--- config.mk ---
export PLATFORM = sky130hd
export DESIGN_NAME = l2_plru
export DESIGN_NICKNAME = d
export VERILOG_FILES = /design/src/hdl/l2_pkg.sv /design/src/hdl/l2_plru.sv
export VERILOG_INCLUDE_DIRS = /design/src /design/src/hdl
export SDC_FILE = /design/constraint.sdc
export NUM_CORES = 1
export LEC_CHECK = 0
export BUFFER_PORTS_ARGS = -buffer_cell sky130_fd_sc_hd__buf_2
export CAP_MARGIN = 40
export CORE_AREA = 2 2 39 41
export CTS_CLUSTER_SIZE = 20
export DETAILED_ROUTE_END_ITERATION = 16
export DIE_AREA = 0 0 41 43
export PLACE_DENSITY = 0.76
export SYNTH_ARGS = -nofsm -noshare
export SYNTH_HDL_FRONTEND = slang
export SYNTH_SLANG_ARGS = --single-unit
--- constraint.sdc ---
create_clock -name clk -period 1.5 [get_ports clk]
set_input_delay 0.3 -clock clk [delete_from_list [all_inputs] [get_ports clk]]
set_output_delay 0.3 -clock clk [all_outputs]
set_load 0.1 [all_outputs]
--- src/hdl/l2_config.svh ---
`ifndef L2_CONFIG_SVH
`define L2_CONFIG_SVH

// cache geometry
// four sets, eight-word lines, four ways

// set-index bits
`define L2_INDEX_WIDTH 2

// word offset within an L2 line
`define L2_OFFSET_WIDTH 3

// word offset within an L1 line
`define L2_L1_OFFSET_WIDTH 2

// number of ways, the PLRU tree assumes four
`define L2_WAYS 4

// remaining upper address bits form the tag
`define L2_TAG_WIDTH (32 - `L2_INDEX_WIDTH - `L2_OFFSET_WIDTH - 2)

`endif

--- src/hdl/l2_pkg.sv ---
`include "l2_config.svh"

package l2_pkg;

    // one full L2 line, 8 words
    typedef logic [(32 << `L2_OFFSET_WIDTH)-1:0] line_t;

    // one L1 line, 4 words
    typedef logic [(32 << `L2_L1_OFFSET_WIDTH)-1:0] l1_line_t;

    // address tag
    typedef logic [`L2_TAG_WIDTH-1:0] tag_t;

    // one bit per way
    typedef logic [`L2_WAYS-1:0] way_mask_t;

    // encoded way number
    typedef logic [1:0] way_idx_t;

    // who issued the buffered request
    typedef enum logic [1:0] {
        src_none   = 2'd0,
        src_icache = 2'd1,
        src_dread  = 2'd2,
        src_dwrite = 2'd3
    } req_src_t;

endpackage

--- src/hdl/l2_plru.sv ---
`timescale 1ns/1ps
`include "l2_config.svh"

module l2_plru (
    input  logic                       clk,
    input  logic                       rstn,
    input  logic [`L2_INDEX_WIDTH-1:0] index,
    input  l2_pkg::way_mask_t          valid,
    input  logic                       touch,
    input  l2_pkg::way_idx_t           touch_way,
    output l2_pkg::way_idx_t           victim
);
    localparam int SETS = 1 << `L2_INDEX_WIDTH;

    // bit 0 root (1 = right pair), bit 1 left pair, bit 2 right pair
    logic [2:0] tree [SETS];
    logic [2:0] cur;

    assign cur = tree[index];

    always_ff @(posedge clk) begin
        if (!rstn) begin
            for (int s = 0; s < SETS; s++) begin
                tree[s] <= '0;
            end
        end else if (touch) begin
            // point every node on the path away from the used way
            tree[index][0] <= ~touch_way[1];
            if (touch_way[1]) begin
                tree[index][2] <= ~touch_way[0];
            end else begin
                tree[index][1] <= ~touch_way[0];
            end
        end
    end

    always_comb begin
        victim = cur[0] ? {1'b1, cur[2]} : {1'b0, cur[1]};
        // an empty way wins, lowest first
        for (int w = `L2_WAYS-1; w >= 0; w--) begin
            if (!valid[w]) begin
                victim = l2_pkg::way_idx_t'(w);
            end
        end
    end

endmodule

== Word level (Yosys, flattened, before mapping) ==
Memory sizes are Yosys's and may differ from the RTL's.
Index checks and enable logic that the tools add are counted.
Widths: inputs -> output; s select.

* Flip-flop bits (word level): 0
* RAM bits: 12
* Output and inout port bits: 2
* Word-level logic and storage cells: 24
* Memories kept: 1

{| class="wikitable"
|+ Memories
! memory !! words !! bits a word !! rd ports !! clocked after memory_dff !! write ports !! RTL line !! text
|-
| tree || 4 || 3 || 1 || 0 || 4 || l2_plru.sv:16 || <nowiki>logic [2:0] tree [SETS];</nowiki>
|}

* Mux-type cells: 20
* Bitwise gates (word level): 2
* Reduce and logical (&&, ||, !) cells: 1

{| class="wikitable"
|+ Operator list
! kind !! number
|-
| $mux 1 || 12
|-
| $mux 2 || 6
|-
| $mux 3 || 2
|-
| $reduce_or 3->1 || 1
|-
| $not 1->1 || 2
|}

== Longest topological paths before layout ==
* Depth in word-level cells: 6
* Depth in mapped cells: 4
* Gate-level depth less buffers: 3

== Least setup slack after synthesis ==
Ideal clock, no wire load.

* Path type: in2out
* Start point: input index[0]
* End point: output victim[0]
* Arrival: 1.600 ns
* Setup slack: -0.400 ns
* Stages: 4
* Cells stage by stage: or2_1 buf_2 o211ai_2 o311a_1

* Cells in the longest elaborated chain, start to end: 6

{| class="wikitable"
|+ RTL lines
! element !! RTL line !! text
|-
| start: declaration || l2_plru.sv:7 || <nowiki>input logic [`L2_INDEX_WIDTH-1:0] index,</nowiki>
|-
| $mem_v2 4x3 || n/a ||
|-
| $mux 2 || l2_plru.sv:38 || <nowiki>victim = cur[0] ? {1'b1, cur[2]} : {1'b0, cur[1]};</nowiki>
|-
| $mux 2 (4 in series) || l2_plru.sv:41 || <nowiki>if (!valid[w]) begin</nowiki>
|-
| end: declaration || l2_plru.sv:11 || <nowiki>output l2_pkg::way_idx_t victim</nowiki>
|}

Every way passes these cells.

== Final worst setup path ==
* Start point: memory tree[1][0]
* End point: output victim[0]

* Cells in the longest elaborated chain, start to end: 6

{| class="wikitable"
|+ RTL lines
! element !! RTL line
|-
| start: declaration || l2_plru.sv:16
|-
| $mem_v2 4x3 || n/a
|-
| $mux 2 || l2_plru.sv:38
|-
| $mux 2 (4 in series) || l2_plru.sv:41
|}

Every way passes these cells.

==> run_results.csv <==
group,metric,value,unit
status,run_status,"complete, but fails checks",
status,violations,"negative setup slack",
timing,max_clock_freq,518,MHz
clock_tree,cts_setup_buffers,0,
detailed_routing,num_vias,542,
synthesis,ys_types,18,
critical_path,critical_path.max_stage_delay,420,ps
critical_path,worstPathRequired,1200,ps
detailed_routing,drcViolationCount,0,
timing,min_period_over_period,129,%
layout,fillers,108,
global_route,grt_util_met3,4.19,%
synthesis,synth-edff-count,12,
clock_tree,cts_root_buffer,"clkbuf_4",
critical_path,critPathCaptureType,"output pin",
detailed_routing,drt-pass1-iter-count,4,
layout,drive_above_1_share,37.5,%
clock_tree,cts_made_buffers,3,
clock_tree,clockBufferDepth,2,
global_route,grt_pass1_vias,520,
timing,fin_tns_setup,-820,ps
global_route,grt_max_degree,15,
synthesis,synth_nets,70,
critical_path,cp_num_buf_inv,2,
critical_path,path_cells,"buf_6 > mux2i_1 > o22ai_2 > o311a_4 > buf_12",
placed_design,post-place-ws,-252,ps
global_route,grt_use_met1,20.7,%
timing,fin_crit,1930,ps
hold_path,hold_class,"input port to flop",
detailed_routing,ant_nets,0,
synthesis,async_reset_ff_share,0,%
layout,regMostFlops,"tree",
critical_path,worstPathMaxFanout,2,
layout,antenna_cells,0,
timing,rsz0062_at_grt,"true",
global_route,grt-busiest-layer,"met2",
floorplan,std_cell_rows,14,
placed_design,routabilityCongestion,0.815,
timing,relSlewSlack,79.5,%
synthesis,ys_warn_count,0,
timing,setup_viol,2,
critical_path,critPathKind,"flop to output pin",
clock_tree,clk_pin_slew,70,ps
power_and_ir_drop,power_leakage,0.000342,uW
detailed_routing,dr.first_iter.drc_count,18,
synthesis,synth_top_cell_by_area,"edfxtp_1",
timing,finalHoldViolCount,0,
timing,maxSlewViolCount,0,
global_route,grtUsageTotal,18.4,%
clock_tree,cts_max_level,1,
synthesis,synth_cells,59,
clock_tree,cts_tree,"yes",
floorplan,die_area,0.00176,mm^2
synthesis,yosysMostFrequentCell,"edfxtp_1",
clock_tree,cts.sink_count,12,
placed_design,io_buffers,12,
detailed_routing,drt_wl_total,1390,um
critical_path,critical-path-slowest-cell,"edfxtp_1",
synthesis,yosys-top-cells-count,"12 x edfxtp_1, 11 x o21ai_0, 10 x nor2_1",
timing,tightest_slew,307,ps
synthesis,yosysSeqAreaShare,56.1,%
layout,largest_registers,"tree x12",
timing,finalWorstSetupSlack,-432,ps
layout,largest_reg_flops,12,
layout,fin_nets,93,
global_route,grt_pass1_wl,2040,um
global_route,met2_usage,29.7,%
synthesis,ys.flop_type,"edfxtp_1",
synthesis,synth-seq-cells,12,
placed_design,dp.final_hpwl,1050,um
layout,area_growth,35.7,%
global_route,grt_overflow_total,0,
power_and_ir_drop,max-vdd-ir-drop,537,uV
synthesis,syn_area,642,um^2
critical_path,cp_top_family,"compound AO/OA/AOI/OAI gates",
floorplan,ioPinCount,13,
global_route,grt_antenna_before_repair,0,
power_and_ir_drop,power_density,883,mW/mm^2
synthesis,yosysTopAreaCellShare,56.1,%
critical_path,setup.worst_path.start_class,"flop",
critical_path,arrival,1630,ps
floorplan,start_util,46.4,%
detailed_routing,wl_per_cell,14.5,um
floorplan,die_h,43,um
floorplan,fp.dieW,41,um
floorplan,coreArea,0.00138,mm^2
synthesis,avgSynthCellArea,10.9,um^2
run,maxCapViolCount,0,
detailed_routing,viasPerCell,5.65,
synthesis,netlist_top_cells_area,"edfxtp_1 56%, o21ai_0 8.6%, mux2i_1 6.2%",
[power by group]
| part | total, uW | internal, uW | switching, uW | leakage (uW) |
|---|---|---|---|---|
| clock | 189 | 92.6 | 96.3 | 0.0000138 |
| sequential | 407 | 394 | 12.7 | 0.000117 |
| combinational | 173 | 80.7 | 92.1 | 0.000212 |
| total | 769 | 567 | 201 | 0.000342 |
[stage by stage]
step                cells  hold slack [ps]  power (uW)  util [%]  cell area [um^2]
finish                 96              417         769      62.9               871
global route           96              411         802      62.9               871
CTS                    96              408         759      61.8               855
detailed placement     93              680         565      58.3               807
global placement       93              670         559      58.3               807
floorplan              59              489         497         -               661
[routing by layer]
metal	wire, um	share of wire, %
met3	85	6.1
met2	722	52
met1	566	41
met4	15	1.1
met5	0	0
[cell usage in the layout, fill, tap and decap left out]
cell and instances:
and3b_1 1, buf_12 2, buf_2 10, buf_4 7, buf_6 1, clkbuf_4 3
edfxtp_1 12, inv_1 2, mux2i_1 2, mux2i_2 1, mux2i_4 1, mux4_2 1
nand2_1 5, nand2b_1 4, nand3_1 1, nand3b_1 1, nor2_1 10, o211a_4 1
o211ai_2 1, o21ai_0 11, o22ai_2 1, o311a_4 1, or2_1 1
[path summary, 6_finish.rpt]
path,start,endpoint,slack (ps),cells past startpoint
min,rstn,tree[3][0],420,2
max,tree[1][0],victim[0],-430,5
[repair_timing]
action,in CTS,in global routing
resized for setup,6,3
hold buffers,0,0
setup endpoints to repair,2,2
pin swaps,2,3
[cell type report]
class / instances / area (um^2) / area share, %
Clock buffer: 3 / 22.5 / 2.59
Tap cell: 16 / 20.0 / 2.30
Inverter: 2 / 7.51 / 0.862
Sequential cell: 12 / 360 / 41.4
Timing Repair Buffer: 20 / 154 / 17.7
Multi-Input combinational cell: 43 / 307 / 35.2
[logic make-up (layout without fill, tap and decap cells)]
kind of cell | Yosys count | after routing | share of synthesized area [%]
flops | 12 | 12 | 56.1
buf+inv | 4 | 25 | 2.53
compound gates | 15 | 15 | 14.6
simple gates | 23 | 23 | 17.0
mux | 5 | 5 | 9.75
(Power assumes the default switching activity.)
