## src/hdl/l2_config.svh

```systemverilog
`ifndef L2_CONFIG_SVH
`define L2_CONFIG_SVH

// cache geometry
// four sets, eight-word lines, four ways

// set-index bits
`define L2_INDEX_WIDTH 2

// word offset within an L2 line
`define L2_OFFSET_WIDTH 3

// word offset within an L1 line
`define L2_L1_OFFSET_WIDTH 2

// number of ways, the PLRU tree assumes four
`define L2_WAYS 4

// remaining upper address bits form the tag
`define L2_TAG_WIDTH (32 - `L2_INDEX_WIDTH - `L2_OFFSET_WIDTH - 2)

`endif

```

## src/hdl/l2_pkg.sv

```systemverilog
`include "l2_config.svh"

package l2_pkg;

    // one full L2 line, 8 words
    typedef logic [(32 << `L2_OFFSET_WIDTH)-1:0] line_t;

    // one L1 line, 4 words
    typedef logic [(32 << `L2_L1_OFFSET_WIDTH)-1:0] l1_line_t;

    // address tag
    typedef logic [`L2_TAG_WIDTH-1:0] tag_t;

    // one bit per way
    typedef logic [`L2_WAYS-1:0] way_mask_t;

    // encoded way number
    typedef logic [1:0] way_idx_t;

    // who issued the buffered request
    typedef enum logic [1:0] {
        src_none   = 2'd0,
        src_icache = 2'd1,
        src_dread  = 2'd2,
        src_dwrite = 2'd3
    } req_src_t;

endpackage

```

## src/hdl/l2_tagv.sv

```systemverilog
`timescale 1ns/1ps
`include "l2_config.svh"

module l2_tagv (
    input  logic                       clk,
    input  logic                       rstn,
    input  logic [`L2_INDEX_WIDTH-1:0] rd_index,
    input  l2_pkg::tag_t               cmp_tag,
    output l2_pkg::way_mask_t          hit,
    output l2_pkg::way_mask_t          valid,
    input  l2_pkg::way_idx_t           victim_way,
    output l2_pkg::tag_t               victim_tag,
    input  logic [`L2_INDEX_WIDTH-1:0] wr_index,
    input  l2_pkg::tag_t               wr_tag,
    input  l2_pkg::way_mask_t          we
);
    localparam int SETS = 1 << `L2_INDEX_WIDTH;

    l2_pkg::tag_t      tag_mem [`L2_WAYS][SETS];
    l2_pkg::way_mask_t valid_bits [SETS];
    l2_pkg::tag_t      rd_tag [`L2_WAYS];

    // tag ram per way, synchronous read
    always_ff @(posedge clk) begin
        for (int w = 0; w < `L2_WAYS; w++) begin
            if (we[w]) begin
                tag_mem[w][wr_index] <= wr_tag;
            end
            rd_tag[w] <= tag_mem[w][rd_index];
        end
    end

    // valid bits, every set cleared in reset
    always_ff @(posedge clk) begin
        if (!rstn) begin
            for (int s = 0; s < SETS; s++) begin
                valid_bits[s] <= '0;
            end
            valid <= '0;
        end else begin
            valid_bits[wr_index] <= valid_bits[wr_index] | we;
            valid <= valid_bits[rd_index];
        end
    end

    // parallel compare against the buffered tag
    always_comb begin
        for (int w = 0; w < `L2_WAYS; w++) begin
            hit[w] = valid[w] && (rd_tag[w] == cmp_tag);
        end
    end

    // tag of the line about to be written back
    assign victim_tag = rd_tag[victim_way];

    // a refill only ever installs a tag that missed in its set
    hit_onehot: assert property (@(posedge clk) disable iff (!rstn) $onehot0(hit));

endmodule

```

## config.mk

```make
export PLATFORM = sky130hd
export DESIGN_NAME = l2_tagv
export DESIGN_NICKNAME = d
export VERILOG_FILES = /design/src/hdl/l2_pkg.sv /design/src/hdl/l2_tagv.sv
export VERILOG_INCLUDE_DIRS = /design/src /design/src/hdl
export SDC_FILE = /design/constraint.sdc
export NUM_CORES = 1
export LEC_CHECK = 0
export BUFFER_PORTS_ARGS = -buffer_cell sky130_fd_sc_hd__buf_2
export CAP_MARGIN = 20
export CORE_MARGIN = 5
export CORE_UTILIZATION = 30
export CTS_CLUSTER_DIAMETER = 30
export DETAILED_ROUTE_END_ITERATION = 10
export PLACE_DENSITY_LB_ADDON = 0.05
export SLEW_MARGIN = 20
export SYNTH_ARGS = -nofsm -noshare
export SYNTH_HDL_FRONTEND = slang
export SYNTH_SLANG_ARGS = --single-unit
```

## constraint.sdc

```tcl
create_clock -name clk -period 3.68 [get_ports clk]
set_clock_uncertainty 0.05 [all_clocks]
set_input_delay 0.184 -clock clk [delete_from_list [all_inputs] [get_ports clk]]
set_output_delay 0.184 -clock clk [all_outputs]
set_load 0.005 [all_outputs]
```

Yosys cells after proc, flatten, opt, wreduce, memory -nomap -nowiden
Memories as Yosys holds them, arrays and structs flattened. A register that Yosys moved wholly into a read port is not among the register bits.
Index checks and enable logic that the tools add are counted.

storage, ports and cells
  output and inout bits = 33
  bits of input ports = 62
  register bits = 0
  memories = 3
  RAM bits = 516
  logic and storage cells = 47

cells by class
  bitwise logic cells = 3
  magnitude comparators = 3
  multiplexer cells = 27
  eq/ne operators = 4
  reduce and logical (&&, ||, !) cells = 7

memory list
  name        depth  bits a word  read ports  clocked after memory_dff  wr ports  line           source
  tag_mem     4      100          4           0                         4         l2_tagv.sv:19  l2_pkg::tag_t tag_mem [`L2_WAYS][SETS];
  rd_tag      4      25           5           0                         4         l2_tagv.sv:21  l2_pkg::tag_t rd_tag [`L2_WAYS];
  valid_bits  4      4            2           1                         4         l2_tagv.sv:20  l2_pkg::way_mask_t valid_bits [SETS];

operators by type and width
  cell                                                        number
  two-way mux 100 bit                                         4
  two-way mux 25 bit                                          9
  binary-select mux 25 bit (select 2 bit)                     4
  == test 25 bit                                              4
  demux 25 bit (select 2 bit)                                 1
  two-way mux 1 bit                                           7
  >= comparator 3 bit, second input constant                  2
  inverter 2 -> 3 bit                                         2
  logical AND 1 bit                                           5
  two-way mux 4 bit                                           1
  bitwise OR 4 bit                                            1
  OR reduction 4 bit                                          1
  less-than comparator 3 x 1 -> 1 bit, second input constant  1
  two-way mux 2 bit                                           1
  zero test 1 bit                                             1

Logic depth before layout (Yosys ltp)
  depth after elaboration = 6
  gate-level depth with buffers = 5
  depth with buffers taken out = 4

Worst setup path after synthesis
No wires, ideal clock.

  kind = input to register
  start = in wr_index[0]
  end = mem tag_mem[0][25] in the netlist's numbering, enable pin
  cell stages on the path = 3
  data required time = 3.246 ns
  slack = 2.021 ns
  arrival = 1.225 ns
  path buffers = 1
  setup time = 0.384 ns
  path through = buf_2 nor2b_1 and2_1

RTL lines
  item         line           source
  from (decl)  l2_tagv.sv:13  input logic [`L2_INDEX_WIDTH-1:0] wr_index,
  to (decl)    l2_tagv.sv:19

==> impl_metrics.ini <==
[status]
status = finished clean

[power]
cellPowerDensity_nw_per_um2 = 738
power_leakage_nw = 8.67
power_switching_w = 0.00408
p_seq_share_pct = 37.1
p_int_w = 0.0145
swShare_pct = 22.0
vdd_drop_max_uv = 358
clkPwrFrac_pct = 57.4
combPwrFrac_pct = 5.5

[cts]
cts.clk_slew.worst_paths_ns = 0.04
cts-buffers-inserted = 121
cts.sinks = 520
insertion_delay_ns = 0.65
cts_buffer_depth = 3
cts_max_level = 3
cts_resized = 0
root_buffer = clkbuf_16
cts_tree = yes

[placement]
place_congestion = 0.742
hpwl_um = 34400
dp.cells = 1799
place_area_um2 = 20700
io_buffers = 94

[route]
drt_pre_antenna_iters = 4
drt_wl_total_um = 56400
wire_per_inst_um = 27.4
antenna_left = 0
vias_per_cell = 4.63
drtIter0Drc = 579
drcViolationCount = 0
via_count = 9543

[setup_path]
critPathKind = flip-flop to output port
cp.arrival_ns = 2.67
cpPeakStageDelay_ns = 0.51
cp-end-kind = output port
slowest_stage = nor4_1
worstPathRequired_ns = 3.45
crit_buf_inv = 1
crit_family = simple AND/OR/NAND/NOR gates
start_kind = flip-flop
crit_fanout = 2
path_cells = xor2_1 > nor4_1 > nand3_1 > nor4_2 > buf_2

[timing]
slew_headroom_pct = 27.5
rsz0062_at_grt = false
fmax_mhz = 344
setup_violations = 0
hold_ws_ns = 0.134
setup_tns_ns = 0
period_minus_slack_ns = 2.90
tightestPinTransition_ns = 1.09
hold_violations = 0
timing_max_transition_violations_final = 0
period_share_pct = 78.9

[layout]
drive_gt1_share_pct = 38.2
fin_nets = 1168
regArea_um2 = 14600
layout_commonest_cell = edfxtp_1
fill_cells = 5777
antennaDiodeCount = 0
final_cell_mix = edfxtp_1 (416), mux4_2 (133), clkbuf_16 (123)
final_area_um2 = 25200
multiInputGateArea_um2 = 4440
instances_no_fill = 2061
area.growth.synth_to_final_pct = 30.8

[global_route]
grt_use_total_pct = 16.1
grt_max_degree = 47
grt_pass1_wl_um = 78900
gr-total-overflow = 0
grt_pass1_vias = 10300
antenna_found_initial = 2

[synthesis]
synth_warnings = 0
syn_area_per_cell_um2 = 21.8
netlist_area_um2 = 19200
synth-seq-cells = 520
yosysUniqueCellTypes = 24
yosysSeqAreaShare_pct = 75.7
syn_nets = 946
syn_inst = 884

[floorplanning]
die_w_um = 263
rows = 92
core-area_um2 = 63300
boundaryPins = 95
die_area_um2 = 69300
start_util_pct = 30.4
die_h_um = 263

[flow_run]
maxCapViolations = 0

[worst_hold_path]
hold_path_class = input port to flip-flop
[cells in the mapped netlist]
| cell type | instances | area share (%) |
|---|---|---|
| and2_1 | 17 | 0.55 |
| and2b_1 | 1 | 0.039 |
| and3_1 | 4 | 0.13 |
| buf_1 | 2 | 0.039 |
| buf_2 | 14 | 0.36 |
| buf_4 | 3 | 0.12 |
| buf_6 | 10 | 0.59 |
| clkbuf_1 | 9 | 0.18 |
| clkbuf_2 | 2 | 0.052 |
| dfxtp_1 | 104 | 11 |
| edfxtp_1 | 416 | 65 |
| mux4_2 | 133 | 16 |
| nand2_1 | 4 | 0.078 |
| nand2b_1 | 2 | 0.065 |
| nand3_1 | 8 | 0.21 |
| nand4_1 | 8 | 0.26 |
| nor2_1 | 17 | 0.33 |
| nor2b_1 | 1 | 0.033 |
| nor4_1 | 16 | 0.52 |
| nor4_2 | 4 | 0.26 |
| o21a_1 | 8 | 0.31 |
| o21ai_0 | 1 | 0.026 |
| xnor2_1 | 36 | 1.6 |
| xor2_1 | 64 | 2.9 |
[worst min-delay path: cells and delay by family]
kind	cells	cell delay, ns
compound gates	1	0.10
mux	1	0.24
buf+inv	1	0.18
[final timing paths]
check	from	endpoint	slack (ns)	cells past startpoint
setup reg to reg	valid_bits[0][1]$_SDFFCE_PN0P_	valid_bits[3][1]$_DFFE_PP_	2.30	2
hold reg to reg	tag_mem[0][99]$_DFFE_PP_	rd_tag[0][24]$_DFF_P_	0.49	1
setup / recovery	rd_tag[2][15]$_DFF_P_	hit[2]	0.78	5
hold / removal	wr_index[1]	valid_bits[3][1]$_DFFE_PP_	0.13	3
[repair_timing]
action / 4_1_cts / 5_1_grt
hold buffers: 30 / 0
hold endpoints to repair: 420 / 0
setup buffers: 0 / 0
[state kept, by name, indices dropped and copies added, names as in the netlist]
| register | flops |
|---|---|
| rd_tag | 100 |
| valid | 4 |
| valid_bits | 16 |
| tag_mem | 400 |
[layer usage]
layer / share of wire [%] / GRT usage, %
met3: 4.8 / 3.39
met1: 46 / 22.4
met4: 1.9 / 4.50
met5: 0.023 / 0
met2: 47 / 25.8
[layout make-up]
cell class,count,area share [%]
clock buffer,146,12.8
clock inverter,86,3.73
multi-input combinational,324,17.6
sequential,520,57.9
tap,846,4.20
timing repair buffer,139,3.69
[power groups by stage]
stage | Clock (W) | Sequential (W) | Combinational (W)
2_1_floorplan | 0 | 0.00693 | 0.000538
3_3_place_gp | 0 | 0.00700 | 0.00103
3_5_place_dp | 0 | 0.00701 | 0.00103
4_1_cts | 0.0109 | 0.00690 | 0.00106
5_1_grt | 0.0112 | 0.00692 | 0.00109
6_report | 0.0107 | 0.00690 | 0.00102
[stage by stage]
step / power (W) / worst slack, ns / util (%)
floorplan: 0.00747 / 2.02 / -
global placement: 0.00804 / 1.35 / 32.7
detailed placement: 0.00803 / 1.36 / 32.7
CTS: 0.0188 / 0.771 / 39.8
global route: 0.0192 / 0.740 / 39.8
finish: 0.0186 / 0.777 / 39.8
[logic make-up (layout without fill, tap and decap cells)]
logic type,count (synthesis),after routing,synth area share [%]
AND/OR/NAND/NOR,82,82,2.48
buffers and inverters,40,371,1.33
XOR/XNOR,100,100,4.55
flip-flops,520,520,75.7
multiplexers,133,133,15.6
AO/OA/AOI/OAI,9,9,0.338
Note: power is estimated with default switching activity, not from simulation.
