File: src/hdl/l2_config.svh
`ifndef L2_CONFIG_SVH
`define L2_CONFIG_SVH

// cache geometry
// four sets, eight-word lines, four ways

// set-index bits
`define L2_INDEX_WIDTH 2

// word offset within an L2 line
`define L2_OFFSET_WIDTH 3

// word offset within an L1 line
`define L2_L1_OFFSET_WIDTH 2

// number of ways, the PLRU tree assumes four
`define L2_WAYS 4

// remaining upper address bits form the tag
`define L2_TAG_WIDTH (32 - `L2_INDEX_WIDTH - `L2_OFFSET_WIDTH - 2)

`endif

File: src/hdl/l2_pkg.sv
`include "l2_config.svh"

package l2_pkg;

    // one full L2 line, 8 words
    typedef logic [(32 << `L2_OFFSET_WIDTH)-1:0] line_t;

    // one L1 line, 4 words
    typedef logic [(32 << `L2_L1_OFFSET_WIDTH)-1:0] l1_line_t;

    // address tag
    typedef logic [`L2_TAG_WIDTH-1:0] tag_t;

    // one bit per way
    typedef logic [`L2_WAYS-1:0] way_mask_t;

    // encoded way number
    typedef logic [1:0] way_idx_t;

    // who issued the buffered request
    typedef enum logic [1:0] {
        src_none   = 2'd0,
        src_icache = 2'd1,
        src_dread  = 2'd2,
        src_dwrite = 2'd3
    } req_src_t;

endpackage

File: src/hdl/l2_dirty_table.sv
`timescale 1ns/1ps
`include "l2_config.svh"

module l2_dirty_table (
    input  logic                       clk,
    input  logic                       rstn,
    input  logic [`L2_INDEX_WIDTH-1:0] index,
    input  l2_pkg::way_idx_t           way,
    input  logic                       set_dirty,
    input  logic                       clear_dirty,
    output logic                       dirty
);
    localparam int SETS = 1 << `L2_INDEX_WIDTH;

    l2_pkg::way_mask_t dirty_bits [SETS];

    always_ff @(posedge clk) begin
        if (!rstn) begin
            for (int s = 0; s < SETS; s++) begin
                dirty_bits[s] <= '0;
            end
        end else if (set_dirty) begin
            dirty_bits[index][way] <= 1'b1;
        end else if (clear_dirty) begin
            dirty_bits[index][way] <= 1'b0;
        end
    end

    // bit of the addressed way
    assign dirty = dirty_bits[index][way];

    // store hits and refills are distinct FSM events
    set_clear_excl: assert property (@(posedge clk) disable iff (!rstn)
        !(set_dirty && clear_dirty));

endmodule

File: config.mk
export PLATFORM = sky130hd
export DESIGN_NAME = l2_dirty_table
export DESIGN_NICKNAME = d
export VERILOG_FILES = /design/src/hdl/l2_pkg.sv /design/src/hdl/l2_dirty_table.sv
export VERILOG_INCLUDE_DIRS = /design/src /design/src/hdl
export SDC_FILE = /design/constraint.sdc
export NUM_CORES = 1
export LEC_CHECK = 0
export BUFFER_PORTS_ARGS = -buffer_cell sky130_fd_sc_hd__buf_2
export CAP_MARGIN = 20
export CELL_PAD_IN_SITES_DETAIL_PLACEMENT = 1
export CELL_PAD_IN_SITES_GLOBAL_PLACEMENT = 2
export CORE_ASPECT_RATIO = 0.5
export CORE_MARGIN = 4
export CORE_UTILIZATION = 34
export CTS_CLUSTER_DIAMETER = 60
export DETAILED_ROUTE_END_ITERATION = 8
export GPL_TIMING_DRIVEN = 0
export PLACE_DENSITY_LB_ADDON = 0.25
export SLEW_MARGIN = 30
export SYNTH_ARGS = -nofsm -noshare
export SYNTH_HDL_FRONTEND = slang
export SYNTH_SLANG_ARGS = --single-unit
File: constraint.sdc
create_clock -name clk -period 1.2 [get_ports clk]
set_clock_uncertainty 0.15 [all_clocks]
set_input_delay 0 -clock clk [delete_from_list [all_inputs] [get_ports clk]]
set_output_delay 0 -clock clk [all_outputs]
set_load 0.02 [all_outputs]
Word level (Yosys, flattened, before mapping)

Memories as Yosys holds them, arrays and structs flattened.
Index checks and enable logic that the tools add are counted.

Memories: 1
Register bits: 0
RAM bits: 16
Bits in latches: 0
Memory bits (read-only): 0
Output and inout port bits: 1

Equal/unequal tests: 0
Multipliers: 0
Add/subtract/negate cells: 0
Bitwise operators: 4
Reduce and logical (&&, ||, !) cells: 2
Shift-type cells: 0
Multiplexer cells: 19
$lt $le $gt $ge: 2
Div/mod/pow operators: 0

Memory list:

| memory     | depth | width | read ports | clocked after memory_dff | wr ports | RTL line             | source |
|---|---|---|---|---|---|---|---|
| dirty_bits | 4     | 4     | 1          | 0                        | 4        | l2_dirty_table.sv:15 | `l2_pkg::way_mask_t dirty_bits [SETS];` |

Operators by type and width:

| kind                                                       | number |
|---|---|
| 2-to-1 mux 4 bit                                           | 4 |
| 2-to-1 mux 1 bit                                           | 12 |
| OR 1 bit                                                   | 4 |
| OR reduction 4 bit                                         | 1 |
| less-than comparator 2 x 3 -> 1 bit, second input constant | 1 |
| binary-select mux 1 bit (select 2 bit)                     | 1 |
| demux 1 bit (select 2 bit)                                 | 1 |
| >= comparator 2 x 1 -> 1 bit, second input constant        | 1 |
| 2-to-1 mux 2 bit                                           | 1 |
| logical AND 1 bit                                          | 1 |

Logic depth before layout (Yosys ltp)

Gate-level depths: netlist of the first run.

Depth in word-level cells: 8
Mapped depth: 5
Depth with buffers taken out: 3

Worst setup path before layout of the first run

Ideal clock, no wire load.

Path type: input -> register
From: in set_dirty
To: mem dirty_bits[2][3] (netlist name), enable pin
Library setup time: 310 ps
Arrival: 855 ps
Cell stages on the path: 5
Slack: -115 ps
Cell sequence: buf_4 -> o21ai_2 -> or3b_1 -> buf_6 -> o21ai_0

RTL lines:

| element            | RTL line             | source |
|---|---|---|
| start: declaration | l2_dirty_table.sv:9  | `input logic set_dirty,` |
| end: declaration   | l2_dirty_table.sv:15 |  |

Worst setup path after layout of the first run

From: mem dirty_bits[3][2] (netlist name)
To: out dirty

Word-level cells in the longest chain between the ends: 3

RTL lines:

| element                                | RTL line             | source |
|---|---|---|
| memory read (4 x 4 bit)                | -                    |  |
| binary-select mux 1 bit (select 2 bit) | l2_dirty_table.sv:30 | `assign dirty = dirty_bits[index][way];` |
| 2-to-1 mux 1 bit (not written as such) | l2_dirty_table.sv:30 |  |
| end: declaration                       | l2_dirty_table.sv:11 | `output logic dirty` |

Every way passes these cells. The select of a mux whose other input is x is not followed.

==> results.md, run 1 <==
- Initial Util: 0.368
- Fin cells: between 100 and 150
- Post-Syn Area: 981 um^2
- Post-CTS Setup Repair Bufs: 0
- CTS Buffer Depth: 2
- Wire length per cell: approximately 19 um
- PnR worst setup slack: -0.526 ns
- Initial antenna violation count: 0
- Slew @ Worst Pin: about 0.48 ns
- Placed cells: ~130
- Max Freq: roughly 580 MHz
- Slowest Stage Delay on Critical Path: approximately 0.51 ns
- Total I/O pin count: 9
- Async SR Flop Fraction: 0
- Vias in the first global route: between 700 and 800
- Biggest register: dirty_bits
- VDD IR max: approximately 370 uV
- Fillers: 290
- Distinct cells, synth: 23
- Count of maximum capacitance violations: 0
- CP Buf/Inv Count: 1
- Core area: 0.00267 mm^2
- First-pass GRT wire length: just under 4000 um
- PortBufs: 4
- Status: complete, but fails checks
- Nets: 104
- Die area: just under 0.004 mm^2
- GR Util All Layers: 0.143
- Worst rel slew slack: 0.679
- Drt first pass iters: 4
- Share of cells above drive strength 1: 0.436
- Pwr/cell area: about 1100 mW/mm^2
- ANT cells: 0
- CP max FO: 1
- H-tree lvl count: 1
- Clk sinks: 16
- Yosys top cell by area: edfxtp_1
- Critical hold path startpoint: clear_dirty
- Area share of the largest cell type after synthesis: 0.490
- Vias: roughly 700
- Final period util: 1.44
- P&R area growth vs syn: 21.2%
- CTS tree: done
- Via-to-Cell Ratio: between 5 and 6
- Seq/Total Area, Yosys: 0.490
- Critical Path Slowest Stage Cell: mux4_2
- Final core occ: 0.446
- Hold path cells: 3
- Clock root cell: clkbuf_8
- EDFF count, synth: 16
- Setup violators final: 1
- Hold/Removal Path Class: in2reg
- Placer Congestion: 0.795
- Final hold slack: between 0.04 and 0.05 ns
- Required @ worst endpoint: ~1.1 ns
- Final wirelength: 2430 um
- Die W: roughly 84 um
- Final non-filler cell area: between 0.001 and 0.0015 mm^2
- Commonest cells post-synth: edfxtp_1 (16), nor2_1 (14), o21ai_0 (12)
- Failing checks: negative setup slack
- Crit path cell chain: mux4_2, mux2i_2, mux2i_2, buf_4
- # rows: 13
- Final ANT Viol Nets: 0
- Startpoint types: flop
- Pin count of the biggest net entering global routing: 11
- WP data arrival: 1.58 ns
- Largest delay share family, worst path: multiplexers
- Detailed-route DRC error count: 0
- Clk slew on worst S/H paths: about 0.06 ns
- Cell Area, Placed: around 0.0011 mm^2
- Most frequent cell after synthesis: edfxtp_1
- Cells after Synth: 86
- Cell mode on critical path: mux2i_2
- Final hold vios: 0
- Synth warnings: 0
- Syn_area_per_cell: 11.4 um^2
- Top post-synthesis cells by area: edfxtp_1 (49%), mux4_2 (9.2%), o21ai_0 (6.1%)
- Hpwl dp: ~1800 um
- Critical path type: reg2out
- Post-synthesis register bit count: 16
- Hold Crit Endpoint: dirty_bits[3][3]$_DFFE_PP_
- Grt ovf: 0
- Setup TNS: -0.526 ns
- Initial DRC Count: 29
- RSZ-0062 raised after global routing: true
- Biggest regs: dirty_bits x16
- Leak pwr: about 0.00039 uW
- Post-synth net total: 94
- Critical path startpoint: dirty_bits[3][2]$_DFFE_PP_
- CP Capture Type: primary output
- Min Tclk post-route: between 1.5 and 2 ns
- Max Slew Vio Count: 0
- CTS buffer count: 3
- Max reg flops: 16
- Die height: about 46 um
- Main synth FF type: edfxtp_1
report_power, final:
part / internal [uW] / switching, uW
combinational: 112 / 151
sequential: 661 / 9.86
clock: 223 / 175
final cells by class:
class / count / area [um^2] / area share
buffer: 10 / 90.1 / 0.0758
clock buffer: 3 / 41.3 / 0.0347
multi-input combinational: 60 / 495 / 0.417
sequential: 16 / 480 / 0.404
tap: 37 / 46.3 / 0.0389
timing repair buffer: 5 / 35.0 / 0.0295
worst max path at each step:
stage	cells after the start	slack, ns	endpoint
after floorplan	3	-0.04	dirty
after global placement	4	-0.23	dirty
after detailed placement	4	-0.26	dirty
after CTS	4	-0.53	dirty
after global routing	4	-0.59	dirty
final	4	-0.53	dirty
per-stage QoR:
stage / setup WS, ns / power, uW
floorplan: -0.0394 / 867
global placement: -0.234 / 918
detailed placement: -0.257 / 932
CTS: -0.529 / 1330
global route: -0.587 / 1390
finish: -0.526 / 1330
cells in the final DEF (no fill, tap or decap), types with 3 or more instances in the layout:
| master | count |
|---|---|
| a21oi_1 | 4 |
| buf_2 | 4 |
| buf_6 | 5 |
| clkbuf_8 | 4 |
| edfxtp_1 | 16 |
| mux4_2 | 4 |
| nor2_1 | 14 |
| nor2b_1 | 3 |
| o21a_1 | 5 |
| o21ai_2 | 12 |
cells by family after synthesis:
group,synth area share
flops,0.490
compound gates,0.138
buf+inv,0.0574
mux,0.122
simple gates,0.193
metal layers:
metal  vias up  wire (um)  track usage
met5         -          0            0
met4         0         25       0.0385
met3         2        165       0.0415
met2        18       1110        0.232
met1       352       1130        0.190
li1        332          -            -
timing repair:
item / in CTS / in global routing
hold buffers: 1 / 0
hold endpoints to repair: 4 / 0
endpoints found under the setup margin: 1 / 11
gates resized for setup: 0 / 6
(Power assumes the default switching activity.)
==> run 2: changes to the inputs <==
- CORE_ASPECT_RATIO: 0.5 -> not set
- CORE_UTILIZATION: 34 -> 41
- clock period: 1.2 -> 2.15 ns (I/O delays scaled with it)
==> run 2 against run 1 <==
- the run now ends clean
- via count decreased by 1.8%
- flip-flop and latch count unchanged
- non-clock buffer count increased by 1
- utilization increased by 3.4 points
- cell area decreased by 8.9%
- total power decreased by 51%
- clock power decreased by 59%
- die area decreased by 16%
- largest power group unchanged
==> results.md, run 2 (synthesis gave the netlist of run 1 again) <==
- Status: finished clean
- Startpoint types: primary input
- Commonest non-fill, non-tap cells in the layout: edfxtp_1 (16), nor2_1 (14), o21ai_0 (12)
- Clock root cell: clkbuf_4
- Max reg flops: 16
- # rows: 17
- Critical Path Slowest Stage Cell: dlygate4sd3_1
- GR Util All Layers: 0.149
- Hpwl dp: about 1600 um
- Final ANT Viol Nets: 0
- CP Buf/Inv Count: 3
- Slowest Stage Delay on Critical Path: 0.52 ns
- Placer Congestion: 0.785
- CTS tree: done
- Min Tclk post-route: 1.69 ns
- Wire length per cell: ~17 um
- Count of maximum capacitance violations: 0
- Clk sinks: 16
- Initial Util: 0.435
- VDD IR max: 257 uV
- Slew @ Worst Pin: 0.425 ns
- Total I/O pin count: 9
- Vias: between 600 and 700
- PortBufs: 4
- CP max FO: 8
- Max Slew Vio Count: 0
- Pin count of the biggest net entering global routing: 11
- Setup TNS: 0 ns
- Largest delay share family, worst path: buffers and inverters
- Via-to-Cell Ratio: ~5.6
- Die height: 56.9 um
- Share of cells above drive strength 1: 0.260
- Hold/Removal Path Class: in2reg
- Max Freq: 592 MHz
- Drt first pass iters: 4
- First-pass GRT wire length: roughly 3700 um
- CP Capture Type: flop
- Total power: about 650 uW
- Commonest non-fill, non-tap cell in the layout: edfxtp_1
- Vias in the first global route: a little under 800
- Pwr/cell area: slightly above 600 mW/mm^2
- WP data arrival: between 1.5 and 2 ns
- Core area: 0.00225 mm^2
- H-tree lvl count: 1
- Biggest register: dirty_bits
- Worst rel slew slack: 0.717
- Crit path cell chain: dlygate4sd3_1, buf_2, o21ai_2, or3b_1, buf_6, o21ai_0
- CTS buffer count: 3
- Setup violators final: 0
- Fillers: about 260
- Biggest regs: dirty_bits x16
- Clk slew on worst S/H paths: roughly 0.10 ns
- Post-CTS Setup Repair Bufs: 0
- Final period util: 0.786
- Initial DRC Count: 19
- Final wirelength: roughly 2200 um
- RSZ-0062 raised after global routing: false
- Detailed-route DRC error count: 0
- Hold path cells: 2
- Grt ovf: 0
- Required @ worst endpoint: between 1.5 and 2 ns
- Die area: 0.00324 mm^2
- Critical Path Stages: 6
- Final hold vios: 0
- CTS Buffer Depth: 2
- Initial antenna violation count: 0
- Nets: roughly 110
- Critical path type: in2reg
- P&R area growth vs syn: 10.3%
- Die W: about 57 um
- Leak pwr: 0.000355 uW
- ANT cells: 0
-- run 2: layer usage --
metal,global-route usage,vias to the layer above,share of wire
li1,-,335,-
met1,0.194,342,0.47
met2,0.253,12,0.50
met3,0.0207,2,0.026
met4,0.0530,0,0.0093
met5,0,-,0
-- run 2: worst paths after layout --
path                        start                        endpoint  slack, ns
worst min-delay path       way[1]  dirty_bits[2][0]$_SDFFCE_PN0P_       0.07
worst max-delay path  clear_dirty  dirty_bits[2][3]$_SDFFCE_PN0P_       0.46
-- run 2: what timing repair did --
item | 4_1_cts | 5_1_grt
resized for setup | 0 | 0
hold endpoints to repair | 3 | 0
hold buffers | 2 | 0
-- run 2: layout make-up --
class	instances	area, um^2	area share
clock inverter	1	3.75	0.00347
timing repair buffer	6	40.0	0.0370
sequential	16	480	0.444
tap	28	35.0	0.0324
buffer	10	56.3	0.0520
clock buffer	3	22.5	0.0208
multi-input combinational	60	444	0.410
-- run 2: per-stage QoR --
step | setup slack [ns] | cells | area [um^2] | util | hold slack, ns
final | 0.460 | 124 | 1080 | 0.480 | 0.0677
after global routing | 0.344 | 124 | 1080 | 0.480 | 0.0736
after CTS | 0.436 | 124 | 1080 | 0.480 | 0.0631
after detailed placement | 0.697 | 118 | 1040 | 0.459 | 0.218
after global placement | 0.751 | 118 | 1040 | 0.459 | 0.218
after floorplan | 0.835 | 86 | 981 | - | 0.0909
-- run 2: report_power, final --
| part | switching [uW] | internal [uW] |
|---|---|---|
| registers | 6.35 | 368 |
| clock network | 94.9 | 67.2 |
| logic | 69.0 | 48.6 |
