--- src/hdl/l2_config.svh ---
`ifndef L2_CONFIG_SVH
`define L2_CONFIG_SVH

// cache geometry
// four sets, eight-word lines, four ways

// set-index bits
`define L2_INDEX_WIDTH 2

// word offset within an L2 line
`define L2_OFFSET_WIDTH 3

// word offset within an L1 line
`define L2_L1_OFFSET_WIDTH 2

// number of ways, the PLRU tree assumes four
`define L2_WAYS 4

// remaining upper address bits form the tag
`define L2_TAG_WIDTH (32 - `L2_INDEX_WIDTH - `L2_OFFSET_WIDTH - 2)

`endif

--- src/hdl/l2_pkg.sv ---
`include "l2_config.svh"

package l2_pkg;

    // one full L2 line, 8 words
    typedef logic [(32 << `L2_OFFSET_WIDTH)-1:0] line_t;

    // one L1 line, 4 words
    typedef logic [(32 << `L2_L1_OFFSET_WIDTH)-1:0] l1_line_t;

    // address tag
    typedef logic [`L2_TAG_WIDTH-1:0] tag_t;

    // one bit per way
    typedef logic [`L2_WAYS-1:0] way_mask_t;

    // encoded way number
    typedef logic [1:0] way_idx_t;

    // who issued the buffered request
    typedef enum logic [1:0] {
        src_none   = 2'd0,
        src_icache = 2'd1,
        src_dread  = 2'd2,
        src_dwrite = 2'd3
    } req_src_t;

endpackage

--- src/hdl/l2_fsm.sv ---
`timescale 1ns/1ps
`include "l2_config.svh"

module l2_fsm (
    input  logic              clk,
    input  logic              rstn,
    input  l2_pkg::req_src_t  src,
    output logic              capture,
    input  l2_pkg::req_src_t  buf_src,
    input  l2_pkg::way_mask_t hit,
    input  logic              dirty,
    input  l2_pkg::way_idx_t  victim,
    output logic              icache_addr_ok,
    output logic              icache_data_ok,
    output logic              dcache_addr_ok,
    output logic              dcache_data_ok,
    output logic              mem_req_r,
    input  logic              mem_addr_ok_r,
    output logic              mem_req_w,
    input  logic              mem_addr_ok_w,
    input  logic              mem_data_ok,
    output l2_pkg::way_mask_t data_we,
    output logic              data_refill,
    output l2_pkg::way_mask_t tag_we,
    output l2_pkg::way_idx_t  sel_way,
    output logic              sel_refill,
    output logic              set_dirty,
    output logic              clear_dirty,
    output logic              touch
);
    typedef enum logic [2:0] {
        st_idle,
        st_lookup,
        st_wb_req,
        st_wb_wait,
        st_rf_req,
        st_rf_wait,
        st_respond
    } state_t;

    state_t            state;
    state_t            state_next;
    l2_pkg::way_idx_t  victim_q;
    l2_pkg::way_idx_t  hit_way;
    l2_pkg::way_mask_t sel_mask;
    logic              is_hit;
    logic              is_store;
    logic              store_hit;
    logic              refill_done;
    logic              data_ok;

    assign is_hit   = |hit;
    assign is_store = (buf_src == l2_pkg::src_dwrite);

    // encode the one-hot hit mask
    always_comb begin
        hit_way = '0;
        for (int w = 0; w < `L2_WAYS; w++) begin
            if (hit[w]) begin
                hit_way = l2_pkg::way_idx_t'(w);
            end
        end
    end

    // live way during lookup and the latched victim afterwards
    assign sel_way  = (state == st_lookup) ? (is_hit ? hit_way : victim) : victim_q;
    assign sel_mask = l2_pkg::way_mask_t'(1) << sel_way;

    always_comb begin
        state_next = state;
        case (state)
            st_idle: begin
                if (src != l2_pkg::src_none) begin
                    state_next = st_lookup;
                end
            end
            st_lookup: begin
                if (is_hit) begin
                    state_next = st_idle;
                end else if (dirty) begin
                    state_next = st_wb_req;
                end else begin
                    state_next = st_rf_req;
                end
            end
            st_wb_req: begin
                if (mem_addr_ok_w) begin
                    state_next = st_wb_wait;
                end
            end
            st_wb_wait: begin
                if (mem_data_ok) begin
                    state_next = st_rf_req;
                end
            end
            st_rf_req: begin
                if (mem_addr_ok_r) begin
                    state_next = st_rf_wait;
                end
            end
            st_rf_wait: begin
                if (mem_data_ok) begin
                    state_next = st_respond;
                end
            end
            default: state_next = st_idle;
        endcase
    end

    always_ff @(posedge clk) begin
        if (!rstn) begin
            state    <= st_idle;
            victim_q <= '0;
        end else begin
            state <= state_next;
            if (state == st_lookup && !is_hit) begin
                victim_q <= victim;
            end
        end
    end

    // L1 handshakes
    assign capture        = (state == st_idle) && (src != l2_pkg::src_none);
    assign icache_addr_ok = capture && (src == l2_pkg::src_icache);
    assign dcache_addr_ok = capture && (src != l2_pkg::src_icache);
    assign data_ok        = ((state == st_lookup) && is_hit) || (state == st_respond);
    assign icache_data_ok = data_ok && (buf_src == l2_pkg::src_icache);
    assign dcache_data_ok = data_ok && (buf_src == l2_pkg::src_dread || is_store);

    // memory handshakes
    assign mem_req_w = (state == st_wb_req);
    assign mem_req_r = (state == st_rf_req);

    // array updates
    assign store_hit   = (state == st_lookup) && is_hit && is_store;
    assign refill_done = (state == st_rf_wait) && mem_data_ok;
    assign data_we     = (store_hit || refill_done) ? sel_mask : '0;
    assign data_refill = refill_done;
    assign tag_we      = refill_done ? sel_mask : '0;
    assign sel_refill  = (state == st_respond);
    assign set_dirty   = store_hit || (refill_done && is_store);
    assign clear_dirty = refill_done && !is_store;
    assign touch       = ((state == st_lookup) && is_hit) || refill_done;

    // a new grant only once the previous request has been answered
    addr_ok_in_idle: assert property (@(posedge clk) disable iff (!rstn)
        (icache_addr_ok || dcache_addr_ok) |->
            $past(data_ok || (state == st_idle && !capture)));

    mem_req_excl: assert property (@(posedge clk) disable iff (!rstn)
        !(mem_req_r && mem_req_w));

endmodule

--- config.mk ---
export PLATFORM = sky130hd
export DESIGN_NAME = l2_fsm
export DESIGN_NICKNAME = d
export VERILOG_FILES = /design/src/hdl/l2_pkg.sv /design/src/hdl/l2_fsm.sv
export VERILOG_INCLUDE_DIRS = /design/src /design/src/hdl
export SDC_FILE = /design/constraint.sdc
export NUM_CORES = 1
export LEC_CHECK = 0
export BUFFER_PORTS_ARGS = -buffer_cell sky130_fd_sc_hd__buf_2
export CAP_MARGIN = 20
export CORE_UTILIZATION = 44
export DETAILED_ROUTE_END_ITERATION = 16
export MAX_ROUTING_LAYER = met4
export PLACE_DENSITY = 0.8
export SLEW_MARGIN = 20
export SYNTH_ARGS = -nofsm -noshare
export SYNTH_HDL_FRONTEND = slang
export SYNTH_SLANG_ARGS = --single-unit
--- constraint.sdc ---
create_clock -name clk -period 4 [get_ports clk]
set_input_delay 1.2 -clock clk [delete_from_list [all_inputs] [get_ports clk]]
set_output_delay 1.2 -clock clk [all_outputs]
set_load 0.05 [all_outputs]
---- Yosys cells after proc, flatten, opt, wreduce, memory -nomap -nowiden ----
Index checks and enable logic that the tools add are counted.
word-level totals
  memories ................................ 0
  ROM bits ................................ 0
  bits in writable memories ............... 0
  flip-flop bits (word level) ............. 5
  input port bits ......................... 16
  output and inout bits ................... 22
  word-level logic and storage cells ...... 56
  latch bits .............................. 0
operators by class
  multiplexer cells ....................... 15
  reduce and logical (&&, ||, !) cells .... 22
  equality and inequality tests ........... 16
  shift operators ......................... 1
  div/mod/pow operators ................... 0
  $mul .................................... 0
  order comparisons ....................... 0
  bitwise logic cells ..................... 0
  add/sub/neg operators ................... 0
operator list
  operator                                                               count
  3-bit 2-to-1 mux                                                       7
  3-bit case mux with 6 select lines                                     1
  1-bit logical AND                                                      11
  3-bit equality test, second input constant                             3
  2-bit 2-to-1 mux                                                       4
  4-bit 2-to-1 mux                                                       2
  3-bit by 2-bit equality test with 1-bit output, second input constant  2
  2-bit by 1-bit != test with 1-bit output, second input constant        3
  2-bit != test, second input constant                                   3
  1-bit logical OR                                                       5
  5-bit AND reduction                                                    1
  2-bit by 1-bit equality test with 1-bit output, second input constant  2
  2-bit equality test, second input constant                             2
  4-bit OR reduction                                                     1
  1-bit by 2-bit << shifter with 4-bit output, first input constant      1
  3-bit by 1-bit equality test with 1-bit output, second input constant  1
  3-bit logical NOT                                                      1
  1-bit logical NOT                                                      2
  2-bit nonzero test                                                     1
  1-bit 2-to-1 mux                                                       1

---- Longest topological paths before layout ----
  depth after elaboration ................. 7
  depth in mapped cells ................... 5
  gate-level depth less buffers ........... 5

---- Worst setup path after synthesis ----
No wires, ideal clock.
  path type ............................... input-to-output
  start point ............................. in hit[1]
  end point ............................... out data_we[2]
  slack ................................... -182 ps
  data required time ...................... 2,800 ps
  buffers on the path ..................... 0
  arrival ................................. 2,982 ps
  stages .................................. 4
  path through ............................ nor4_4 a211oi_2 a21oi_4 nor3b_2
on the way
  elaborated cells on any way between the ends .. 11
  classes of those cells .................. shift (1); mux (6); reduce/logical (4)
RTL lines
  element                                      line           source
  start, declared                              l2_fsm.sv:10   input l2_pkg::way_mask_t hit,
  4-bit OR reduction                           l2_fsm.sv:52   assign is_hit = |hit;
  2-bit 2-to-1 mux (2 in a row)                l2_fsm.sv:66   assign sel_way = (state == st_lookup) ? (is_hit ? hit_way : victim) : victim_q;
  via sel_way[1]                               l2_fsm.sv:25   output l2_pkg::way_idx_t sel_way,
  1-bit by 2-bit << shifter with 4-bit output  l2_fsm.sv:67   assign sel_mask = l2_pkg::way_mask_t'(1) << sel_way;
  4-bit 2-to-1 mux                             l2_fsm.sv:137  assign data_we = (store_hit || refill_done) ? sel_mask : '0;
  end, declared                                l2_fsm.sv:22   output l2_pkg::way_mask_t data_we,
The timed path passes the listed nets, and every way through them passes these cells.

---- Worst setup path in the final report ----
  start point ............................. in hit[1]
  end point ............................... out tag_we[2]
on the way
  word-level cells in the longest chain between the ends .. 7
  elaborated cells on any way between the ends .. 8
  classes of those cells .................. shift (1); mux (6); reduce/logical (1)
ends and longest elaborated chain
  element                                          line           source
  1-bit 2-to-1 mux                                 l2_fsm.sv:59   if (hit[w]) begin
  2-bit 2-to-1 mux (2 in a row)                    l2_fsm.sv:59
  2-bit 2-to-1 mux (*) (2 in a row)                l2_fsm.sv:66
  1-bit by 2-bit << shifter with 4-bit output (*)  l2_fsm.sv:67
  4-bit 2-to-1 mux (*)                             l2_fsm.sv:139  assign tag_we = refill_done ? sel_mask : '0;
  end, declared                                    l2_fsm.sv:24   output l2_pkg::way_mask_t tag_we,
Mark *: on every way between the ends. The rest lies on a longest branch, timed or not.

==> run summary <==
CTS
--------------------------------------------------------------------------------
H-Tree Depth                                                                   1
Total setup buffers inserted after CTS                                         0
Clock transition at path regs                                            0.04 ns
Clock network latency to the later pin of the worst-skew pair            0.24 ns
Sinks on Clock Net                                                             5
TritonCTS buffer count                                                         3
TritonCTS clock tree                                                         yes
Buffer cell driving the clock tree root                             sky130_fd_sc_hd__clkbuf_4
Number of hold buffers added after CTS                                         0
Resize count post-CTS                                                          0
Maximum buffer depth of the clock tree                                         2

GLOBAL ROUTE
--------------------------------------------------------------------------------
First-pass GRT wire length                                               1970 um
Initial antenna violation count                                                0
Overflow after GRT                                                             0
Maximum number of pins on one net before global-route repair                  14
Vias in the first global route                                               474
Overall routing resource usage                                             19.3%

PLACE
--------------------------------------------------------------------------------
Post-DP HPWL                                                             1020 um
Placement-stage cell area                                                796 um2
Final weighted congestion of routability-driven global placement           0.763
Input/output buffers                                                          37

SYNTHESIS
--------------------------------------------------------------------------------
Synth top area cells                                                sky130_fd_sc_hd__dfxtp_1, sky130_fd_sc_hd__nor3b_2, sky130_fd_sc_hd__nor2b_1
Fraction of synthesized cell area taken by the top area cell type          17.1%
Synthesized flop and latch total                                               5
Post-synthesis cell type with the largest combined area             sky130_fd_sc_hd__dfxtp_1
Post-synthesis instance total                                                 72
Total number of yosys warnings                                                 0
Number of synthesized flops with an enable pin                                 0
Primary flip-flop cell chosen by synthesis mapping                  sky130_fd_sc_hd__dfxtp_1
Net count after synthesis                                                     88
Synth async-reset ratio                                                       0%
Post-synthesis cell type count                                                36
Synthesized area divided by synthesized cell count                      8.12 um2
Sequential fraction of the synthesis area                                  17.1%
Summed instance area of the synthesized netlist                          584 um2

STA
--------------------------------------------------------------------------------
Final setup violation count                                                    0
Post-route clock period utilization                                        95.2%
Final min period                                                         3.81 ns
Top achievable clock speed                                               263 MHz
Max-slew headroom at the worst pin                                         68.1%
Worst clock skew                                                      0.00350 ns
RSZ-0062 raised after global routing                                       false
Worst slew pin tran                                                     0.478 ns
Hold Violations, Final                                                         0
Max-slew violation count                                                       0

DIE
--------------------------------------------------------------------------------
DIE AREA                                                             0.00148 mm2
Core Footprint                                                       0.00117 mm2
Die span in y                                                            38.4 um
Initial Util                                                               49.9%
Chip width                                                               38.4 um
I/O pins                                                                      38
Site Rows                                                                     12

ROUTE
--------------------------------------------------------------------------------
DRT antenna net count                                                          0
Detailed-router iteration count before antenna repair                          3
DR DRC count                                                                   0
Vias post-DR                                                                 641
Detailed-route wire length per cell                                      10.4 um
Total length of routed met3 wires                                          65 um
Iter 0 DRT Violations                                                         11
Wl on met1                                                                617 um
Top metal layer carrying routed signals                                     met3
WL met2                                                                   624 um
Detail-routed via count per cell                                            5.09
Detailed-route wire length                                               1310 um

FINISH
--------------------------------------------------------------------------------
Synth-to-layout area growth                                                40.7%
Proportion of layout cells with a drive suffix above 1                     50.0%
Finished layout cell area                                                822 um2
Inserted Diodes                                                                0
Utilization of the core after routing                                      70.2%
Final net count                                                              129

JOB
--------------------------------------------------------------------------------
MaxCap Viol Count                                                              0

PWR
--------------------------------------------------------------------------------
IR Drop Worst-Case VDD                                                    222 uV
Fraction of power consumed by combinational cells                          44.4%
Clock share of power                                                       28.0%
Int Pwr                                                                   118 uW
Leakage component of the power                                          0.392 nW
Power per cell area                                                   246 mW/mm2
Psw                                                                      84.4 uW
Net switching fraction of the power                                        41.7%
Reg power frac                                                             27.6%

RUN STATUS
--------------------------------------------------------------------------------
Outcome                                                             finished, final reports clean

WORST SETUP PATH
--------------------------------------------------------------------------------
Nature of the critical path endpoint                                primary output
Worst Path Arrival                                                       2.61 ns
Kind of start point of the critical path                              input port
CP Data Required Time                                                    2.80 ns
Crit path kind                                                            in2out
Critical path peak fanout                                                      9

HOLD PATH
--------------------------------------------------------------------------------
Hold Path Class                                                          reg2reg

area by class of cell:
type	count	area, um2
inverters	2	7.51
multi-input cells	62	470
fillers	107	349
well taps	14	17.5
clock buffers	4	26.3
flip-flops and latches	5	100
repair buffers	39	200
cell families (layout without fill, tap and decap cells):
kind of cell | after synthesis | after routing | share of synthesized area, %
flops | 5 | 5 | 17.1
compound gates | 17 | 17 | 24.6
simple gates | 45 | 45 | 53.8
buf+inv | 5 | 45 | 4.50
through the flow:
| step | total power [mW] | hold WS, ns | instances | setup TNS (ns) | setup slack (ns) |
|---|---|---|---|---|---|
| after global placement | 0.146 | 0.457 | 122 | 0 | 0.256 |
| after CTS | 0.205 | 0.469 | 126 | 0 | 0.187 |
| final | 0.202 | 0.472 | 126 | 0 | 0.191 |
| after floorplan | 0.122 | 0.444 | 72 | -0.372 | -0.172 |
| after global routing | 0.216 | 0.511 | 126 | 0 | 0.0890 |
| after detailed placement | 0.147 | 0.462 | 122 | 0 | 0.195 |
worst max-delay path, cell delays in order:
cell and delay [ns]:
sky130_fd_sc_hd__buf_2 0.12, sky130_fd_sc_hd__nor4_4 0.36, sky130_fd_sc_hd__a211oi_2 0.15, sky130_fd_sc_hd__a21oi_4 0.28
sky130_fd_sc_hd__nor3b_4 0.22, sky130_fd_sc_hd__buf_2 0.28
routing by layer:
layer / vias up / global-route usage (%)
li1: 342 / -
met1: 280 / 24.7
met2: 19 / 28.4
met3: 0 / 4.07
met4: 0 / 10.3
met5: - / -
state kept, by name, indices dropped and copies added (netlist names):
register	flops
state	3
victim_q	2
synthesized netlist by cell type (all sizes together), types with 2 or more instances:
cell type and number:
a21boi 2, a21oi 6, a31oi 2, and3 3
clkbuf 2, dfxtp 5, inv 2, nand2 5
nand2b 3, nand3 3, nor2 8, nor2b 5
nor3 3, nor3b 6, nor4 3, o21ai 2
power by group through the flow:
stage,sequential [mW],combinational (mW),clock [mW]
after floorplan,0.0535,0.0689,0
after CTS,0.0557,0.0903,0.0595
after global placement,0.0565,0.0890,0
after detailed placement,0.0566,0.0902,0
final,0.0559,0.0898,0.0568
after global routing,0.0563,0.0952,0.0641
placed cells by master (no fill, tap or decap), types with 2 or more instances in the layout:
master / n
sky130_fd_sc_hd__nor3b_4: 3
sky130_fd_sc_hd__and3_1: 3
sky130_fd_sc_hd__nor4_1: 2
sky130_fd_sc_hd__nand2_1: 5
sky130_fd_sc_hd__buf_4: 2
sky130_fd_sc_hd__a21boi_0: 2
sky130_fd_sc_hd__dfxtp_1: 5
sky130_fd_sc_hd__nand3_1: 3
sky130_fd_sc_hd__nor3b_2: 2
sky130_fd_sc_hd__nor2b_1: 5
sky130_fd_sc_hd__o21ai_0: 2
sky130_fd_sc_hd__clkbuf_4: 3
sky130_fd_sc_hd__nor3_1: 2
sky130_fd_sc_hd__nor2_1: 7
sky130_fd_sc_hd__a21oi_1: 5
sky130_fd_sc_hd__nand2b_1: 3
sky130_fd_sc_hd__buf_2: 37
worst paths after layout:
| check | endpoint | from | slack (ns) | cells past startpoint |
|---|---|---|---|---|
| max | tag_we[2] | hit[1] | 0.19 | 6 |
| min | victim_q[1] | victim_q[1] | 0.47 | 2 |
| max reg2reg | victim_q[0] | state[0] | 2.55 | 4 |
| min reg2reg | victim_q[1] | victim_q[1] | 0.47 | 2 |
Note: power is estimated with default switching activity, not from simulation.
